--- config.mk ---
export PLATFORM = sky130hd
export DESIGN_NAME = uart_frame_top
export DESIGN_NICKNAME = d
export VERILOG_FILES = /design/src/source/uart_frame_pkg.sv /design/src/source/uart_tx.sv /design/src/source/uart_rx.sv /design/src/source/frame_tx_ctrl.sv /design/src/source/frame_rx_ctrl.sv /design/src/source/uart_frame_top.sv
export VERILOG_INCLUDE_DIRS = /design/src /design/src/source
export SDC_FILE = /design/constraint.sdc
export NUM_CORES = 1
export LEC_CHECK = 0
export BUFFER_PORTS_ARGS = -buffer_cell sky130_fd_sc_hd__buf_2
export CORE_UTILIZATION = 30
export CTS_CLUSTER_DIAMETER = 200
export DETAILED_ROUTE_END_ITERATION = 6
export PLACE_DENSITY = 0.51
export SYNTH_ARGS = -nofsm -noshare
export SYNTH_HDL_FRONTEND = slang
export SYNTH_SLANG_ARGS = --single-unit
--- constraint.sdc ---
create_clock -name sys_clk -period 4.6 [get_ports sys_clk]
set_input_delay 0.46 -clock sys_clk [delete_from_list [all_inputs] [get_ports sys_clk]]
set_output_delay 0.46 -clock sys_clk [all_outputs]
set_load 0.02 [all_outputs]
--- src/source/uart_frame_consts.svh ---
// --------------------------------------------------
// uart framing link constants
// bit timing, payload limit and the delimiter byte
// --------------------------------------------------
`ifndef UART_FRAME_CONSTS_SVH
`define UART_FRAME_CONSTS_SVH

// clocks per serial bit, kept small for simulation
`define UF_CLK_PER_BIT 8

// largest payload a frame may carry
`define UF_MAX_LEN 16

// length field width, holds 0 to UF_MAX_LEN
`define UF_LEN_W 5

// ascii '&', sent twice to open and twice to close
`define UF_DELIM 8'h26

`endif

--- src/source/uart_frame_pkg.sv ---
// --------------------------------------------------
// uart framing link types
// frame and received byte structs, FSM state enums
// --------------------------------------------------
`default_nettype none

`include "uart_frame_consts.svh"

package uart_frame_pkg;

	// payload[0] goes out first on the line
	typedef struct packed {
		logic [`UF_MAX_LEN-1:0][7:0] payload;
		logic [`UF_LEN_W-1:0]        len;
	} frame_t;

	// one byte from the sampler plus its stop bit check
	typedef struct packed {
		logic [7:0] data;
		logic       stop_err;
	} rx_byte_t;

	typedef enum logic [2:0] {
		tx_idle, tx_open1, tx_open2, tx_payload, tx_close1, tx_close2
	} tx_state_e;

	typedef enum logic [1:0] {
		rx_hunt, rx_open2, rx_payload, rx_close2
	} rx_state_e;

	// per-bit states, same for serializer and sampler
	typedef enum logic [1:0] {
		line_idle, line_start, line_data, line_stop
	} line_state_e;

endpackage

`default_nettype wire

--- src/source/uart_tx.sv ---
// --------------------------------------------------
// uart serializer
// start bit, eight data bits lsb first, one stop bit
// --------------------------------------------------
`default_nettype none
`timescale 1ns/100ps

`include "uart_frame_consts.svh"

module uart_tx (
	input  wire       sys_clk,
	input  wire       sys_rst_n,
	input  wire       byte_req,
	input  wire [7:0] byte_data,
	output logic      tx,
	output logic      byte_done
);
	import uart_frame_pkg::*;

	localparam int cnt_w = $clog2(`UF_CLK_PER_BIT);
	localparam logic [cnt_w-1:0] bit_last = cnt_w'(`UF_CLK_PER_BIT - 1);

	line_state_e      state;
	logic [cnt_w-1:0] clk_cnt;
	logic [2:0]       bit_cnt;
	logic [7:0]       data_q;

	// byte is taken only when the line is free
	always_ff @(posedge sys_clk) begin
		if (state == line_idle && byte_req)
			data_q <= byte_data;
	end

	always_ff @(posedge sys_clk or negedge sys_rst_n) begin
		if (!sys_rst_n) begin
			state     <= line_idle;
			clk_cnt   <= '0;
			bit_cnt   <= '0;
			tx        <= 1'b1;
			byte_done <= 1'b0;
		end else begin
			byte_done <= 1'b0;
			case (state)
				line_idle: begin
					clk_cnt <= '0;
					if (byte_req) begin
						tx    <= 1'b0;
						state <= line_start;
					end
				end
				line_start: begin
					clk_cnt <= clk_cnt + 1'b1;
					if (clk_cnt == bit_last) begin
						clk_cnt <= '0;
						bit_cnt <= '0;
						tx      <= data_q[0];
						state   <= line_data;
					end
				end
				line_data: begin
					clk_cnt <= clk_cnt + 1'b1;
					if (clk_cnt == bit_last) begin
						clk_cnt <= '0;
						bit_cnt <= bit_cnt + 1'b1;
						if (bit_cnt == 3'd7) begin
							tx    <= 1'b1;
							state <= line_stop;
						end else begin
							tx <= data_q[bit_cnt + 3'd1];
						end
					end
				end
				line_stop: begin
					clk_cnt <= clk_cnt + 1'b1;
					// done lands in the cycle after the stop bit
					if (clk_cnt == bit_last) begin
						clk_cnt   <= '0;
						byte_done <= 1'b1;
						state     <= line_idle;
					end
				end
				default: state <= line_idle;
			endcase
		end
	end

endmodule

`default_nettype wire

--- src/source/uart_rx.sv ---
// --------------------------------------------------
// uart sampler
// synchronizes the line, samples each bit at mid-bit
// and flags a low stop bit
// --------------------------------------------------
`default_nettype none
`timescale 1ns/100ps

`include "uart_frame_consts.svh"

module uart_rx (
	input  wire                      sys_clk,
	input  wire                      sys_rst_n,
	input  wire                      rx,
	output uart_frame_pkg::rx_byte_t rx_byte,
	output logic                     rx_vld
);
	import uart_frame_pkg::*;

	localparam int cnt_w = $clog2(`UF_CLK_PER_BIT);
	localparam logic [cnt_w-1:0] bit_last = cnt_w'(`UF_CLK_PER_BIT - 1);
	localparam logic [cnt_w-1:0] bit_mid  = cnt_w'(`UF_CLK_PER_BIT / 2 - 1);

	line_state_e      state;
	logic [cnt_w-1:0] clk_cnt;
	logic [2:0]       bit_cnt;
	logic [7:0]       shift;
	logic             rx_s1;
	logic             rx_s2;
	logic             rx_d;
	logic             fall;

	// two flop synchronizer, rx_d only for edge detect
	always_ff @(posedge sys_clk or negedge sys_rst_n) begin
		if (!sys_rst_n) begin
			rx_s1 <= 1'b1;
			rx_s2 <= 1'b1;
			rx_d  <= 1'b1;
		end else begin
			rx_s1 <= rx;
			rx_s2 <= rx_s1;
			rx_d  <= rx_s2;
		end
	end

	assign fall = rx_d & ~rx_s2;

	always_ff @(posedge sys_clk) begin
		if (state == line_data && clk_cnt == bit_last)
			shift <= {rx_s2, shift[7:1]};
		if (state == line_stop && clk_cnt == bit_last) begin
			rx_byte.data     <= shift;
			rx_byte.stop_err <= ~rx_s2;
		end
	end

	always_ff @(posedge sys_clk or negedge sys_rst_n) begin
		if (!sys_rst_n) begin
			state   <= line_idle;
			clk_cnt <= '0;
			bit_cnt <= '0;
			rx_vld  <= 1'b0;
		end else begin
			rx_vld  <= 1'b0;
			clk_cnt <= clk_cnt + 1'b1;
			case (state)
				line_idle: begin
					clk_cnt <= '0;
					if (fall)
						state <= line_start;
				end
				line_start: begin
					// start bit high again at mid-bit means a glitch
					if (clk_cnt == bit_mid) begin
						clk_cnt <= '0;
						bit_cnt <= '0;
						state   <= rx_s2 ? line_idle : line_data;
					end
				end
				line_data: begin
					if (clk_cnt == bit_last) begin
						clk_cnt <= '0;
						bit_cnt <= bit_cnt + 1'b1;
						if (bit_cnt == 3'd7)
							state <= line_stop;
					end
				end
				line_stop: begin
					// back to idle at mid-stop, ready for the next edge
					if (clk_cnt == bit_last) begin
						rx_vld <= 1'b1;
						state  <= line_idle;
					end
				end
				default: state <= line_idle;
			endcase
		end
	end

endmodule

`default_nettype wire

--- src/source/frame_tx_ctrl.sv ---
// --------------------------------------------------
// transmit framer
// sends &&, the payload bytes and && to the serializer
// --------------------------------------------------
`default_nettype none
`timescale 1ns/100ps

`include "uart_frame_consts.svh"

module frame_tx_ctrl (
	input  wire                    sys_clk,
	input  wire                    sys_rst_n,
	input  wire uart_frame_pkg::frame_t tx_frame,
	input  wire                    tx_req,
	input  wire                    byte_done,
	output logic                   tx_busy,
	output logic                   tx_done,
	output logic                   byte_req,
	output logic [7:0]             byte_data
);
	import uart_frame_pkg::*;

	tx_state_e            state;
	frame_t               frame_q;
	logic [`UF_LEN_W-1:0] idx;

	// busy also covers the done cycle so a request there is ignored
	assign tx_busy = (state != tx_idle) || tx_done;

	always_ff @(posedge sys_clk) begin
		if (!tx_busy && tx_req)
			frame_q <= tx_frame;
	end

	always_ff @(posedge sys_clk or negedge sys_rst_n) begin
		if (!sys_rst_n) begin
			state     <= tx_idle;
			idx       <= '0;
			tx_done   <= 1'b0;
			byte_req  <= 1'b0;
			byte_data <= `UF_DELIM;
		end else begin
			byte_req <= 1'b0;
			tx_done  <= 1'b0;
			case (state)
				tx_idle: begin
					if (!tx_busy && tx_req) begin
						byte_req  <= 1'b1;
						byte_data <= `UF_DELIM;
						state     <= tx_open1;
					end
				end
				tx_open1: begin
					if (byte_done) begin
						byte_req  <= 1'b1;
						byte_data <= `UF_DELIM;
						state     <= tx_open2;
					end
				end
				tx_open2: begin
					if (byte_done) begin
						byte_req <= 1'b1;
						// empty frame goes straight to the closing pair
						if (frame_q.len == '0) begin
							byte_data <= `UF_DELIM;
							state     <= tx_close1;
						end else begin
							byte_data <= frame_q.payload[0];
							idx       <= `UF_LEN_W'(1);
							state     <= tx_payload;
						end
					end
				end
				tx_payload: begin
					if (byte_done) begin
						byte_req <= 1'b1;
						if (idx == frame_q.len) begin
							byte_data <= `UF_DELIM;
							state     <= tx_close1;
						end else begin
							byte_data <= frame_q.payload[idx];
							idx       <= idx + 1'b1;
						end
					end
				end
				tx_close1: begin
					if (byte_done) begin
						byte_req  <= 1'b1;
						byte_data <= `UF_DELIM;
						state     <= tx_close2;
					end
				end
				tx_close2: begin
					if (byte_done) begin
						tx_done <= 1'b1;
						state   <= tx_idle;
					end
				end
				default: state <= tx_idle;
			endcase
		end
	end

endmodule

`default_nettype wire

--- src/source/frame_rx_ctrl.sv ---
// --------------------------------------------------
// receive deframer
// hunts for &&, collects payload up to the next &&
// drops overlong frames and stop bit errors
// --------------------------------------------------
`default_nettype none
`timescale 1ns/100ps

`include "uart_frame_consts.svh"

module frame_rx_ctrl (
	input  wire                           sys_clk,
	input  wire                           sys_rst_n,
	input  wire uart_frame_pkg::rx_byte_t rx_byte,
	input  wire                           rx_vld,
	output uart_frame_pkg::frame_t        rx_frame,
	output logic                          rx_busy,
	output logic                          rx_done,
	output logic                          rx_error
);
	import uart_frame_pkg::*;

	localparam logic [`UF_LEN_W-1:0] max_len = `UF_MAX_LEN;

	rx_state_e                   state;
	logic [`UF_LEN_W-1:0]        cnt;
	logic [`UF_MAX_LEN-1:0][7:0] buf_q;
	logic                        is_delim;
	logic                        good_delim;

	assign is_delim   = (rx_byte.data == `UF_DELIM);
	assign good_delim = is_delim && !rx_byte.stop_err;
	assign rx_busy    = (state == rx_payload) || (state == rx_close2);

	// working buffer, cleared as each frame opens
	always_ff @(posedge sys_clk) begin
		if (rx_vld && state == rx_open2)
			buf_q <= '0;
		else if (rx_vld && state == rx_payload && !is_delim && cnt != max_len)
			buf_q[cnt] <= rx_byte.data;
	end

	always_ff @(posedge sys_clk or negedge sys_rst_n) begin
		if (!sys_rst_n) begin
			state    <= rx_hunt;
			cnt      <= '0;
			rx_frame <= '0;
			rx_done  <= 1'b0;
			rx_error <= 1'b0;
		end else begin
			rx_done  <= 1'b0;
			rx_error <= 1'b0;
			if (rx_vld) begin
				case (state)
					rx_hunt: begin
						if (good_delim)
							state <= rx_open2;
					end
					rx_open2: begin
						cnt   <= '0;
						state <= good_delim ? rx_payload : rx_hunt;
					end
					rx_payload: begin
						if (rx_byte.stop_err || (!is_delim && cnt == max_len)) begin
							rx_error <= 1'b1;
							state    <= rx_hunt;
						end else if (is_delim) begin
							state <= rx_close2;
						end else begin
							cnt <= cnt + 1'b1;
						end
					end
					rx_close2: begin
						state <= rx_hunt;
						if (good_delim) begin
							rx_frame.payload <= buf_q;
							rx_frame.len     <= cnt;
							rx_done          <= 1'b1;
						end else begin
							rx_error <= 1'b1;
						end
					end
					default: state <= rx_hunt;
				endcase
			end
		end
	end

endmodule

`default_nettype wire

--- src/source/uart_frame_top.sv ---
// --------------------------------------------------
// uart framing link top
// framer and serializer on tx, sampler and deframer on rx
// --------------------------------------------------
`default_nettype none
`timescale 1ns/100ps

module uart_frame_top (
	input  wire                         sys_clk,
	input  wire                         sys_rst_n,
	input  wire uart_frame_pkg::frame_t tx_frame,
	input  wire                         tx_req,
	output wire                         tx_busy,
	output wire                         tx_done,
	output wire uart_frame_pkg::frame_t rx_frame,
	output wire                         rx_busy,
	output wire                         rx_done,
	output wire                         rx_error,
	input  wire                         uart_rx_port,
	output wire                         uart_tx_port
);
	import uart_frame_pkg::*;

	wire           byte_req;
	wire           byte_done;
	wire     [7:0] byte_data;
	wire rx_byte_t rx_byte;
	wire           rx_vld;

	// transmit path
	frame_tx_ctrl u_frame_tx_ctrl (
		.sys_clk   (sys_clk),
		.sys_rst_n (sys_rst_n),
		.tx_frame  (tx_frame),
		.tx_req    (tx_req),
		.byte_done (byte_done),
		.tx_busy   (tx_busy),
		.tx_done   (tx_done),
		.byte_req  (byte_req),
		.byte_data (byte_data)
	);

	uart_tx u_uart_tx (
		.sys_clk   (sys_clk),
		.sys_rst_n (sys_rst_n),
		.byte_req  (byte_req),
		.byte_data (byte_data),
		.tx        (uart_tx_port),
		.byte_done (byte_done)
	);

	// receive path
	uart_rx u_uart_rx (
		.sys_clk   (sys_clk),
		.sys_rst_n (sys_rst_n),
		.rx        (uart_rx_port),
		.rx_byte   (rx_byte),
		.rx_vld    (rx_vld)
	);

	frame_rx_ctrl u_frame_rx_ctrl (
		.sys_clk   (sys_clk),
		.sys_rst_n (sys_rst_n),
		.rx_byte   (rx_byte),
		.rx_vld    (rx_vld),
		.rx_frame  (rx_frame),
		.rx_busy   (rx_busy),
		.rx_done   (rx_done),
		.rx_error  (rx_error)
	);

endmodule

`default_nettype wire

# ---- After elaboration in Yosys (flattened, before gate mapping)
# Index checks and enable logic that the tools add are counted.
dict set report word_totals {
  ff_bits 468
  latchBits 0
  ramBits 0
  rom_bits 0
  elab_cells 257
  memories 0
}
dict set report classes {
  n_addsub 6
  multipliers 0
  n_div 0
  n_lt_le_gt_ge 4
  eq_ne 47
  shifts 0
  mux 80
  bitwise 2
  n_reduce_logical 43
}
# operator n
set op_table {}
lappend op_table {{bitwise mux 128 bit} 1}
lappend op_table {{two-way mux 8 bit} 8}
lappend op_table {{two-way mux 3 bit} 15}
lappend op_table {{binary-select mux 8 bit (select 4 bit)} 1}
lappend op_table {{demux 8 bit (select 4 bit)} 1}
lappend op_table {{one-hot mux 8 bit (4 select lines)} 1}
lappend op_table {{two-way mux 2 bit} 15}
lappend op_table {{two-way mux 5 bit} 6}
lappend op_table {{inequality test 2 x 1 -> 1 bit (second input constant)} 15}
lappend op_table {{one-hot mux 2 bit (4 select lines)} 3}
lappend op_table {{one-hot mux 5 bit (2 select lines)} 2}
lappend op_table {{AND reduction 5 bit} 4}
lappend op_table {{equality test 3 bit (second input constant)} 6}
lappend op_table {{two-way mux 1 bit} 18}
lappend op_table {{one-hot mux 3 bit (2 select lines)} 3}
lappend op_table {{one-hot mux 3 bit (6 select lines)} 1}
lappend op_table {{inequality test 2 bit (second input constant)} 8}
lappend op_table {{adder 3 x 1 -> 3 bit (second input constant)} 4}
lappend op_table {{equality test 2 bit (second input constant)} 6}
lappend op_table {{AND reduction 3 bit} 4}
lappend op_table {{logical AND 1 bit} 11}
lappend op_table {{adder 5 x 1 -> 5 bit (second input constant)} 2}
lappend op_table {{less-than comparator 5 bit (second input constant)} 2}
lappend op_table {{equality test 3 x 2 -> 1 bit (second input constant)} 3}
lappend op_table {{28 further kinds} 42}

# ---- Longest topological paths before layout
# Gate-level depths: netlist of run 1.
dict set report depth {
  word_depth 7
  mapped_depth 9
  ltp_nobuf 7
}

# ---- By module
# From an unflattened synthesis of run 1, not the netlist that was laid out.
dict set report hier_totals {
  cells_unflattened 1277
  hier_area_um2 18431.4
}
# module n_inst cells_per_inst area_each_um2 seq_area_each_um2
set modules_own_cells {}
lappend modules_own_cells {frame_rx_ctrl 1 816 10436.3 6115.9}
lappend modules_own_cells {frame_tx_ctrl 1 331 6060.8 4448.0}
lappend modules_own_cells {uart_rx 1 72 1093.5 814.5}
lappend modules_own_cells {uart_tx 1 58 840.8 491.7}

# ---- Least setup slack after synthesis of run 1
# Ideal clock, no wire load.
dict set report synth_path {
  path_type {flip-flop to flip-flop}
  from {register u_frame_tx_ctrl.state[1]}
  to {register u_frame_tx_ctrl.frame_q[0] (netlist name), enable pin}
  setup_time_ps 509
  t_arrival_ps 3847
  t_required_ps 4091
  slack_ps 244
  stages_incl_launch_ff 4
  n_path_buf 1
  cell_sequence {dfrtp_1 > clkbuf_1 > nor2_1 > and3_1}
}
dict set report synth_between {
  elab_chain_cells 4
}
# item line_no
set synth_rtl {}
lappend synth_rtl {{start, declared} frame_tx_ctrl.sv:23} ;# tx_state_e state;
lappend synth_rtl {{start signal, assigned} frame_tx_ctrl.sv:37} ;# state <= tx_idle;
lappend synth_rtl {{start signal, assigned} frame_tx_ctrl.sv:50} ;# state <= tx_open1;
lappend synth_rtl {{start signal, assigned} frame_tx_ctrl.sv:57} ;# state <= tx_open2;
lappend synth_rtl {{nonzero test 3 bit} frame_tx_ctrl.sv:28} ;# assign tx_busy = (state != tx_idle) || tx_done;
lappend synth_rtl {{logical OR 1 bit} frame_tx_ctrl.sv:28}
lappend synth_rtl {{logical NOT 1 bit} frame_tx_ctrl.sv:31} ;# if (!tx_busy && tx_req)
lappend synth_rtl {{logical AND 1 bit} frame_tx_ctrl.sv:31}
lappend synth_rtl {{end signal, assigned} frame_tx_ctrl.sv:32} ;# frame_q <= tx_frame;
lappend synth_rtl {{end, declared} frame_tx_ctrl.sv:24} ;# frame_t frame_q;
# No other way between the ends.
# A chain may end at the register's enable or synchronous reset.

# ---- Worst setup path after layout of run 1
dict set report layout_path {
  from {register, netlist name u_uart_rx.rx_byte[8]}
  to {register, netlist name u_frame_rx_ctrl.rx_frame[59]}
}
dict set report layout_between {
  elab_chain_cells 3
}
# item line_no
set layout_rtl {}
lappend layout_rtl {{equality test 8 x 6 -> 1 bit (no source line)} n/a}
lappend layout_rtl {{logical AND 1 bit} frame_rx_ctrl.sv:32} ;# assign good_delim = is_delim && !rx_byte.stop_err;
lappend layout_rtl {{AND reduction 3 bit (no source line)} n/a}
# No other way between the ends.

==> metrics.md, run 1 <==
| Metric | Value |
|---|---|
| Cts bufs inserted | `51` |
| Hpwl dp | `28700 um` |
| Sequential fraction of the synthesis area | `64.6%` |
| Drt first-iter violations | `535` |
| Syn Inst Count | `1267` |
| Placed Instance Area | `~20000 sq um` |
| CTS Sinks | `468` |
| Core Region | `approximately 60000 sq um` |
| Crit path time final | `3.32 ns` |
| Synth Register Bits | `468` |
| Worst-margin pin slew | `1.19 ns` |
| Syn Nets | `1429` |
| GRT overflow | `0` |
| Crit-path cells | `or4b_1, or2_1, or4b_4, buf_4, mux2_4` |
| FILL cells | `between 5000 and 6000` |
| H-tree lvl count | `2` |
| Worst vdd ir | `0.328 mV` |
| Crit path DAT | `3.81 ns` |
| Static Leak | `0.0102 uW` |
| Main combinational cell family by area after synthesis | `multiplexers` |
| Family with the most delay on the worst path | `simple AND/OR/NAND/NOR gates` |
| Reg2Reg Depth | `5` |
| Nets | `1783` |
| Post-synthesis compound-gate area fraction | `3.86%` |
| CP Launch Point | `u_uart_rx.rx_byte[8]` |
| Worst r2r src | `u_uart_rx.rx_byte[8]` |
| Total track usage | `13.7%` |
| RSZ-0062 raised after global routing | `no` |
| Max cap viols | `0` |
| Post-route ant nets | `0` |
| Relative slew slack | `about a fifth` |
| Vias in the first global route | `11100` |
| CP max-delay cell | `or4b_4` |
| Adder-Cell Fraction of Synth Area | `1.70%` |
| Die Footprint | `62300 sq um` |
| Final Hold Fails | `0` |
| Mux contribution to synthesized area | `20.6%` |
| Min-Delay Startpoint | `tx_frame[49]` |
| Via density | `4.51` |
| Fin. max-slew vios | `0` |
| Post-synth EDFFs | `about 160` |
| Setup TNS Final | `0 ns` |
| DRT Wirelength | `42800 um` |
| Req. time, crit path | `5.10 ns` |
| GPL Wtd Cong | `0.755` |
| DR DRC count | `0` |
| First-pass GRT wire length | `66500 um` |
| CTS Root Cell | `clkbuf_16` |
| Area Growth Syn to Fin | `25.4%` |
| Largest area contributor in the netlist | `edfxtp_1` |
| Crit path kind | `flop to flop` |
| Pwr Density | `just over 400 nW/um^2` |
| Worst-path clk slew | `0.06 ns` |
| Worst skew pair latency | `0.62 ns` |
| DR WL/cell | `between 15 and 20 um` |
| CP endpoint kind | `flop` |
| FMAX | `302 MHz` |
| Count leader, synth | `dfrtp_1` |
| Setup Skew | `0.0700 ns` |
| Fin area | `roughly 23000 sq um` |
| Row cnt | `90` |
| Final setup fails | `0` |
| Top cell type's share of synthesized area | `roughly a quarter` |
| Hold WC Path Type | `primary input to flop` |
| Worst hold path stage count | `1` |
| Critical Path Start Type | `flop` |
| DRT Pass-1 Iters | `5` |
| CP max FO | `33` |
| Largest stage delay, worst path | `0.79 ns` |
| Crit Reg-Reg Endpoint | `u_frame_rx_ctrl.rx_frame[59]` |
| Hold Slack | `between 0.02 and 0.03 ns` |
| Syn. warnings | `0` |
| Top cells by count, synth | `175 x dfrtp_1, 158 x edfxtp_1, 139 x nor2_1, 128 x dfxtp_1, 126 x mux2i_1` |
| CTS tree | `done` |
| Die height | `250 um` |
| Initial Util | `a little under a third` |
| Syn avg cell area | `roughly 15 sq um` |
| Proportion of layout cells with a drive suffix above 1 | `approximately 33%` |
| Cell Area, Synth | `18400 sq um` |
| Top post-synthesis cells by area | `edfxtp_1 26%, dfrtp_1 24%, dfxtp_1 14%` |
| Sink of the worst hold path | `u_frame_tx_ctrl.frame_q[49]` |
| Largest net degree at the start of global routing | `99` |
| Max Root-Sink Buffers | `3` |
| Post-synth top flop | `dfrtp_1` |
| Netlist cell types | `58` |
| Die span in x | `250 um` |
| Post-route clock period utilization | `72.1%` |
| Initial antenna violation count | `6` |
| Post-synth ARST share | `38.9%` |
| IO Port Bufs | `275` |
| DR vias | `11100` |
| Synth Area in XOR/XNOR | `less than 1%` |
| Simple-Gate Fraction of Synth Area | `6.58%` |
| Status | `completed` |
| R2R Setup Slk | `1.28 ns` |
| Top Ports | `276` |
| CP Buf/Inv Count | `1` |
==> layout make-up <==
class                      count  area, sq um  share of cell area (%)
sequential                   468        11900                    51.5
multi-input combinational    705         6090                    26.4
timing repair buffer         368         2290                    9.93
clock buffer                  75         1500                    6.50
tap                          782          978                    4.24
clock inverter                21          223                   0.966
inverter                      27          101                   0.440
antenna                        3         7.51                  0.0326
==> power by group <==
part	leakage [uW]	internal [uW]	switching, uW
Sequential	0.00500	4600	79.7
Combinational	0.00437	226	334
Clock	0.000840	2390	1710
Total	0.0102	7210	2120
==> repair_timing <==
action,in CTS,in global routing
setup endpoints to repair,0,0
hold buffers,72,0
buffers inserted,0,0
resized for setup,0,0
hold endpoints to repair,157,0
==> per-layer routing <==
metal	GRT usage [%]	up-vias	wire, um
met2	22.8	262	20700
met5	0	-	34
met4	3.54	6	670
li1	-	5306	-
met3	3.49	62	2270
met1	17.7	5414	19100
==> registers in the layout (all words and copies together) (netlist names), 2 cells and up, named ones only <==
name	flops
u_uart_tx.bit_cnt	3
u_uart_rx.clk_cnt	3
u_frame_tx_ctrl.idx	5
u_frame_tx_ctrl.byte_data	8
u_frame_rx_ctrl.cnt	5
u_uart_tx.state	2
u_uart_tx.data_q	8
u_frame_tx_ctrl.state	3
u_uart_tx.clk_cnt	3
u_frame_rx_ctrl.rx_frame	133
u_frame_tx_ctrl.frame_q	133
u_uart_rx.rx_byte	9
u_uart_rx.shift	8
u_frame_rx_ctrl.buf_q	128
u_frame_rx_ctrl.state	2
u_uart_rx.bit_cnt	3
==> metrics by stage <==
| stage | setup WS [ns] | cells | total power, uW | utilization [%] |
|---|---|---|---|---|
| final | 1.28 | 2449 | 9330 | 38.1 |
| after global routing | 1.15 | 2448 | 9720 | 38.1 |
| after CTS | 1.28 | 2446 | 9460 | 38.1 |
| after detailed placement | 1.28 | 2278 | 5280 | 34.1 |
| after global placement | 1.32 | 2278 | 5260 | 34.1 |
| after floorplan | 0.244 | 1267 | 5080 | - |
==> cells by family (layout without fill, tap and decap cells) <==
logic type,after synthesis,after routing
XOR/XNOR,5,5
other,0,3
adder cells (fa/ha/maj),25,25
flip-flops,468,468
AO/OA/AOI/OAI,116,116
multiplexers,291,291
buffers and inverters,94,491
AND/OR/NAND/NOR,268,268
==> how the worst max path moves through the flow <==
stage,endpoint,slack [ns],depth (start not counted)
CTS,u_frame_rx_ctrl.rx_frame[78],1.28,5
finish,u_frame_rx_ctrl.rx_frame[59],1.28,5
floorplan,u_frame_tx_ctrl.frame_q[0],0.24,3
detailed placement,u_frame_rx_ctrl.rx_frame[78],1.28,5
global route,u_frame_rx_ctrl.rx_frame[59],1.15,5
global placement,u_frame_rx_ctrl.rx_frame[50],1.32,5
==> placed cells by master (no fill, tap or decap), drive strengths merged, types with 6 or more instances in the layout <==
cell type    netlist  routed
nor2b              7       7
ha                25      25
and3               6       6
nand3             31      31
dfstp              7       7
o31ai             10      10
a21oi              9       9
and2               7       7
edfxtp           158     158
mux2             138     138
clkinv             2      19
dlygate4sd3        0      72
o21ai             59      59
clkbuf            46      76
nor2             139     139
mux2i            126     126
mux4              27      27
nand2             44      44
dfrtp            175     175
dfxtp            128     128
inv               25      26
nor3               9       9
buf               21     295
a22oi              7       7
No activity file was read; power rests on OpenSTA's default activity.
==> inputs of run 2 (changes only) <==
--- a/config.mk
+++ b/config.mk
@@ -10,7 +10,7 @@
 export CORE_UTILIZATION = 30
 export CTS_CLUSTER_DIAMETER = 200
 export DETAILED_ROUTE_END_ITERATION = 6
-export PLACE_DENSITY = 0.51
+export PLACE_DENSITY = 0.49
 export SYNTH_ARGS = -nofsm -noshare
 export SYNTH_HDL_FRONTEND = slang
 export SYNTH_SLANG_ARGS = --single-unit
==> constraint.sdc (replaced) <==
create_clock -name sys_clk -period 3.2 [get_ports sys_clk]
set_input_delay 0.32 -clock sys_clk [delete_from_list [all_inputs] [get_ports sys_clk]]
set_output_delay 0.32 -clock sys_clk [all_outputs]
set_load 0.02 [all_outputs]
==> run 2 against run 1 <==
Compared with the run above:
- maximum frequency is 17% higher
- via count grew 2.2%
- routed wire length grew 4.6%
- core utilization up 0.95 points
- clock power up 36%
- final cell count grew 2.5%
- clock skew decreased by 0.028 ns
- highest routed layer is now met4
==> metrics.md, run 2 (synthesis gave the netlist of run 1 again) <==
| Metric | Value |
|---|---|
| DR DRC count | `0 (unchanged)` |
| Worst-margin pin slew | `1.15 ns (-0.0405 ns)` |
| Worst skew pair latency | `0.60 ns (-0.02 ns)` |
| Combinational share of power | `6.8% (+0.8 points)` |
| Clock network power share | `42.2% (-1.7 points)` |
| H-tree lvl count | `2 (unchanged)` |
| Largest stage delay, worst path | `0.62 ns (-0.17 ns)` |
| Die height | `250 um (unchanged)` |
| Area Growth Syn to Fin | `28.6%` |
| Hold WC Path Type | `primary input to asynchronous set/reset pin` |
| Total track usage | `14.5% (+0.77 points)` |
| Critical Path Start Type | `flop` |
| Crit Reg-Reg Endpoint | `u_frame_rx_ctrl.rx_frame[80]` |
| Crit path DAT | `3.29 ns (-0.52 ns)` |
| CTS Sinks | `468 (unchanged)` |
| CP max FO | `121 (+270%)` |
| Total setup buffers inserted after CTS | `0 (unchanged)` |
| Cts bufs inserted | `52 (+2.0%)` |
| Req. time, crit path | `3.65 ns (-1.45 ns)` |
| Commonest non-fill, non-tap cells in the layout | `274 x buf_2, 174 x dfrtp_1, 158 x edfxtp_1` |
| Switching portion of total power | `22.8% (+0.11 points)` |
| Drt first-iter violations | `583 (+9.0%)` |
| Biggest regs | `u_frame_rx_ctrl.rx_frame: 133 flops, u_frame_tx_ctrl.frame_q: 133 flops, u_frame_rx_ctrl.buf_q: 128 flops` |
| Post-Layout Cell Count | `2510 (+2.5%)` |
| RSZ-0062 raised after global routing | `no` |
| Final WS setup | `0.357 ns (-0.927 ns)` |
| Place WS | `0.433 ns (-0.849 ns)` |
| Worst-path clk slew | `0.06 ns (about the same)` |
| Net Sw Power | `3010 uW (+42%)` |
| Fin. max-slew vios | `0 (unchanged)` |
| Max Root-Sink Buffers | `3 (unchanged)` |
| Die Footprint | `62300 sq um (unchanged)` |
| Max cap viols | `0 (unchanged)` |
| Pwr Density | `558 nW/um^2 (+38%)` |
| First-pass GRT wire length | `70100 um (+5.5%)` |
| Setup TNS Final | `0 ns (unchanged)` |
| Most common cell after layout, fill and taps aside | `buf_2` |
| FILL cells | `5663 (-0.84%)` |
| Proportion of layout cells with a drive suffix above 1 | `32.0% (-1.4 points)` |
| CTS Root Cell | `clkbuf_16` |
| Ant diodes | `0 (-3)` |
| Setup Skew | `0.0417 ns (-0.0283 ns)` |
| Final setup fails | `0 (unchanged)` |
| Hpwl dp | `28900 um (+0.68%)` |
| Relative slew slack | `22.8% (+2.4 points)` |
| Family with the most delay on the worst path | `simple AND/OR/NAND/NOR gates` |
| Hold Slack | `0.308 ns (+0.278 ns)` |
| Die span in x | `250 um (unchanged)` |
| Static Leak | `0.0104 uW (+2.3%)` |
| DR vias | `11300 (+2.2%)` |
| Worst r2r src | `u_uart_rx.rx_byte[8]` |
| Final Hold Fails | `0 (unchanged)` |
| Sequential Power Share | `51.0% (+0.9 points)` |
| Post-route ant nets | `0 (unchanged)` |
| Nets | `1850 (+3.8%)` |
| P_int | `10200 uW (+41%)` |
| Via density | `4.50 (-0.28%)` |
| Crit path kind | `flop to flop` |
| Worst vdd ir | `0.375 mV (+14%)` |
| CP max-delay cell | `or4b_1` |
| Vias in the first global route | `11700 (+4.8%)` |
| DRT Pass-1 Iters | `4 (-1)` |
| Placed Cells | `2281 (+0.13%)` |
| CP Buf/Inv Count | `1 (unchanged)` |
| Crit-path cells | `or4b_1, or2_1, or4b_4, buf_12, mux2_4` |
| Initial antenna violation count | `0 (-6)` |
| GRT overflow | `0 (unchanged)` |
| DRT Wirelength | `44800 um (+4.6%)` |
| FMAX | `352 MHz (+17%)` |
| R2R Setup Slk | `0.36 ns (-0.93 ns)` |
| Top Ports | `276 (unchanged)` |
| Post-route clock period utilization | `88.8% (+17 points)` |
| IO Port Bufs | `275 (unchanged)` |
| Crit path time final | `2.84 ns (-0.473 ns)` |
| Footprint of the multi-input gates | `6090 sq um (about the same)` |
| Initial Util | `30.4% (unchanged)` |
| Register Area | `11900 sq um (unchanged)` |
| Core Region | `60500 sq um (unchanged)` |
| Reg2Reg Depth | `5 (unchanged)` |
| Status | `completed` |
| CP endpoint kind | `flop` |
| DR WL/cell | `17.8 um (+2.1%)` |
| CTS tree | `done` |
| Row cnt | `90 (unchanged)` |
| Largest net degree at the start of global routing | `122 (+23%)` |
| GPL Wtd Cong | `0.738 (-2.3%)` |
[run 2: cell count changes in the layout (fill, tap and decap cells not counted), sizes merged]
| cell | before | now |
|---|---|---|
| bufinv | 2 | 0 |
| diode | 3 | 0 |
| inv | 26 | 25 |
| clkinv | 19 | 18 |
| dlygate4sd3 | 72 | 135 |
| clkbuf | 76 | 78 |
| buf | 295 | 298 |
[run 2: layer usage]
metal,wire (um),part of all wire [%],GRT usage [%],vias up
met4,790,1.8,3.92,0
met3,2010,4.5,2.87,52
met5,0,0,0,-
li1,-,-,-,5429
met1,20500,46,19.4,5548
met2,21500,48,23.8,264
[run 2: per-stage QoR]
step / util (%) / cell area [sq um] / total power [uW]
after global placement: 34.2 / 20700 / 7580
final: 39.1 / 23600 / 13200
after global routing: 39.1 / 23600 / 13800
after CTS: 39.1 / 23600 / 13400
after detailed placement: 34.2 / 20700 / 7610
after floorplan: - / 18400 / 7280
[run 2: timing repair]
action / in CTS / in global routing
hold buffers: 135 / 0
resized for setup: 0 / 0
endpoints found under the hold margin: 211 / 0
[run 2: layout make-up]
type,instances,share of cell area (%)
multi-input cells,705,25.8
clock buffers,77,6.20
inverters,27,0.429
well taps,782,4.14
clock inverters,17,0.545
flip-flops and latches,468,50.2
repair buffers,434,12.7
[run 2: worst reg2reg max path, delay by kind of cell (launching register included)]
family,cells,cell delay [ns]
AND/OR/NAND/NOR,3,1.46
flip-flops,1,0.38
buffers and inverters,1,0.32
multiplexers,1,0.53
[run 2: power by group through the flow]
stage	registers, uW	clock network (uW)	logic [uW]
floorplan	6810	0	469
global placement	6820	0	759
detailed placement	6840	0	772
CTS	6720	5750	905
global route	6750	6000	1000
finish	6720	5560	892
[run 2: how the worst max path moves through the flow]
stage / start / to / slack, ns / depth (start not counted)
5_1_grt: u_uart_rx.rx_byte[8] / u_frame_rx_ctrl.rx_frame[80] / 0.28 / 5
2_1_floorplan: u_frame_tx_ctrl.state[1] / u_frame_tx_ctrl.frame_q[0] / 0.36 / 3
6_report: u_uart_rx.rx_byte[8] / u_frame_rx_ctrl.rx_frame[80] / 0.36 / 5
3_5_place_dp: u_uart_rx.rx_byte[8] / u_frame_rx_ctrl.rx_frame[70] / 0.43 / 5
3_3_place_gp: u_uart_rx.rx_byte[8] / u_frame_rx_ctrl.rx_frame[90] / 0.47 / 5
4_1_cts: u_uart_rx.rx_byte[8] / u_frame_rx_ctrl.rx_frame[80] / 0.40 / 5
==> inputs of run 3 (changes only) <==
--- a/config.mk
+++ b/config.mk
@@ -7,10 +7,13 @@
 export NUM_CORES = 1
 export LEC_CHECK = 0
 export BUFFER_PORTS_ARGS = -buffer_cell sky130_fd_sc_hd__buf_2
+export CAP_MARGIN = 0
+export CELL_PAD_IN_SITES_DETAIL_PLACEMENT = 0
+export CELL_PAD_IN_SITES_GLOBAL_PLACEMENT = 1
 export CORE_UTILIZATION = 30
 export CTS_CLUSTER_DIAMETER = 200
 export DETAILED_ROUTE_END_ITERATION = 6
-export PLACE_DENSITY = 0.49
+export PLACE_DENSITY_LB_ADDON = 0.1
 export SYNTH_ARGS = -nofsm -noshare
 export SYNTH_HDL_FRONTEND = slang
 export SYNTH_SLANG_ARGS = --single-unit
==> run 3 against run 2 <==
Compared with the run above:
- global-route usage rose by 0.36 points
- sequential cell count stayed put
- hold slack got worse by 0.0095 ns
- routed wire length grew 3.3%
- final cell count increased by 0.60%
- largest power group unchanged
- critical path depth did not move
- core utilization up 0.45 points
==> metrics.md, run 3 (synthesis gave the netlist of run 1 again) <==
| Metric | Value |
|---|---|
| Crit path kind | `flop to flop` |
| Proportion of layout cells with a drive suffix above 1 | `33.1% (+1.1 points)` |
| GPL Wtd Cong | `0.731 (-0.99%)` |
| Hold Slack | `0.298 ns (-0.00948 ns)` |
| CP endpoint kind | `flop` |
| Die height | `250 um (unchanged)` |
| Setup Skew | `0.0241 ns (-0.0176 ns)` |
| Switching portion of total power | `22.5% (-0.35 points)` |
| Die Footprint | `62300 sq um (unchanged)` |
| PostCTS Resize Cnt | `0 (unchanged)` |
| CTS Root Cell | `clkbuf_16` |
| Vias in the first global route | `11800 (+1.6%)` |
| GRT overflow | `0 (unchanged)` |
| CP max FO | `72 (-40%)` |
| Net Sw Power | `3120 uW (+3.6%)` |
| Final Hold Fails | `0 (unchanged)` |
| Setup TNS Final | `0 ns (unchanged)` |
| Largest net degree at the start of global routing | `86 (-30%)` |
| Crit path time final | `2.70 ns (-0.145 ns)` |
| Status | `completed` |
| Placed Instance Area | `20700 sq um (+0.19%)` |
| Ant diodes | `0 (unchanged)` |
| Initial antenna violation count | `0 (unchanged)` |
| Req. time, crit path | `3.66 ns (about the same)` |
| Via density | `4.45 (-1.2%)` |
| DR WL/cell | `18.3 um (+2.7%)` |
| RSZ-0062 raised after global routing | `no` |
| P_int | `10800 uW (+5.8%)` |
| Area Growth Syn to Fin | `30.0%` |
| Total track usage | `14.8% (+0.36 points)` |
| Drt first-iter violations | `467 (-20%)` |
| Critical Path Start Type | `flop` |
| CTS Sinks | `468 (unchanged)` |
| FMAX | `371 MHz (+5.4%)` |
| Final setup fails | `0 (unchanged)` |
| Hold WC Path Type | `primary input to asynchronous set/reset pin` |
| Top Ports | `276 (unchanged)` |
| Nets | `1859 (+0.49%)` |
| Worst vdd ir | `0.432 mV (+15%)` |
| Sequential Power Share | `48.4% (-2.6 points)` |
| Crit path DAT | `3.16 ns (-0.13 ns)` |
| Combinational share of power | `6.4% (-0.4 points)` |
| Biggest regs | `u_frame_rx_ctrl.rx_frame: 133 flops, u_frame_tx_ctrl.frame_q: 133 flops, u_frame_rx_ctrl.buf_q: 128 flops` |
| Worst-path clk slew | `0.06 ns (about the same)` |
| Static Leak | `0.0106 uW (+1.4%)` |
| Pwr Density | `580 nW/um^2 (+4.1%)` |
| Max cap viols | `0 (unchanged)` |
| CTS tree | `done` |
| H-tree lvl count | `2 (unchanged)` |
| Worst skew pair latency | `0.60 ns (about the same)` |
| Post-route clock period utilization | `84.3% (-4.5 points)` |
| DRT Wirelength | `46300 um (+3.3%)` |
| Reg2Reg Depth | `5 (unchanged)` |
| Clock network power share | `45.2% (+3.0 points)` |
| DR vias | `11200 (-0.60%)` |
| Post-route ant nets | `0 (unchanged)` |
| DR DRC count | `0 (unchanged)` |
| Hpwl dp | `29900 um (+3.5%)` |
| Fin area | `23900 sq um (+1.1%)` |
| Cts bufs inserted | `54 (+3.8%)` |
| Worst-margin pin slew | `1.19 ns (+0.0340 ns)` |
| DRT Pass-1 Iters | `4 (unchanged)` |
| Relative slew slack | `20.5% (-2.3 points)` |
| Fin. max-slew vios | `0 (unchanged)` |
| Total power | `13900 uW (+5.3%)` |
| First-pass GRT wire length | `71400 um (+1.8%)` |
| Commonest non-fill, non-tap cells in the layout | `274 x buf_2, 174 x dfrtp_1, 158 x edfxtp_1` |
| Initial Util | `30.4% (unchanged)` |
| Row cnt | `90 (unchanged)` |
| Most common cell after layout, fill and taps aside | `buf_2` |
| Max Root-Sink Buffers | `3 (unchanged)` |
| Die span in x | `250 um (unchanged)` |
| IO Port Bufs | `275 (unchanged)` |
| Core Region | `60500 sq um (unchanged)` |
[run 3: cell types whose count changed in the layout (fill, tap and decap cells not counted), moves of 2 or more]
cell        change
buf_4           +8
bufinv_16       +5
clkbuf_1        -6
clkbuf_16       +3
clkinv_1        -3
clkinv_8        -2
clkinvlp_2      +3
clkinvlp_4      +3
inv_6           +2
[run 3: timing repair]
item | CTS | global route
setup buffers | 0 | 0
endpoints found under the hold margin | 189 | 0
hold buffers | 135 | 0
setup endpoints to repair | 0 | 0
[run 3: power groups by stage]
stage	Combinational, uW	Clock (uW)	Sequential, uW
floorplan	469	0	6810
global placement	781	0	6820
detailed placement	789	0	6840
CTS	919	6500	6720
global route	1010	6720	6750
finish	894	6260	6710
[run 3: routing by layer]
metal	GRT usage [%]	share of wire [%]	up-vias
li1	-	-	5432
met3	3.12	4.3	54
met2	24.8	48	226
met1	19.4	46	5513
met5	0	0	-
met4	3.90	1.8	0
[run 3: final timing paths]
| check | start | end | slack (ns) |
|---|---|---|---|
| hold reg to reg | u_uart_rx.rx_s1 | u_uart_rx.rx_s2 | 0.36 |
| min in group sys_clk | u_uart_rx.rx_s1 | u_uart_rx.rx_s2 | 0.36 |
| setup reg to reg | u_uart_rx.rx_byte[8] | u_frame_rx_ctrl.rx_frame[109] | 0.50 |
| max in group asynchronous | sys_rst_n | u_frame_rx_ctrl.rx_frame[54] | 1.97 |
| setup / recovery | u_uart_rx.rx_byte[8] | u_frame_rx_ctrl.rx_frame[109] | 0.50 |
| hold / removal | sys_rst_n | u_frame_rx_ctrl.rx_frame[24] | 0.30 |
[run 3: metrics by stage]
step,worst slack (ns),utilization (%),std cells
6_report,0.502,39.5,2525
2_1_floorplan,0.356,-,1267
3_3_place_gp,0.591,34.3,2288
3_5_place_dp,0.564,34.3,2288
4_1_cts,0.544,39.5,2525
5_1_grt,0.433,39.5,2525
[run 3: area by class of cell]
type	instances	area, sq um
multi-input cells	705	6090
well taps	782	978
clock buffers	75	1530
flip-flops and latches	468	11900
clock inverters	27	294
repair buffers	441	3030
fillers	5638	36600
inverters	27	101
[run 3: worst max-delay path: stages (launching register included)]
cell and delay, ns:
edfxtp_1 0.37, or4b_1 0.62, or2_1 0.29, or4b_4 0.57, buf_12 0.25, mux2_4 0.37
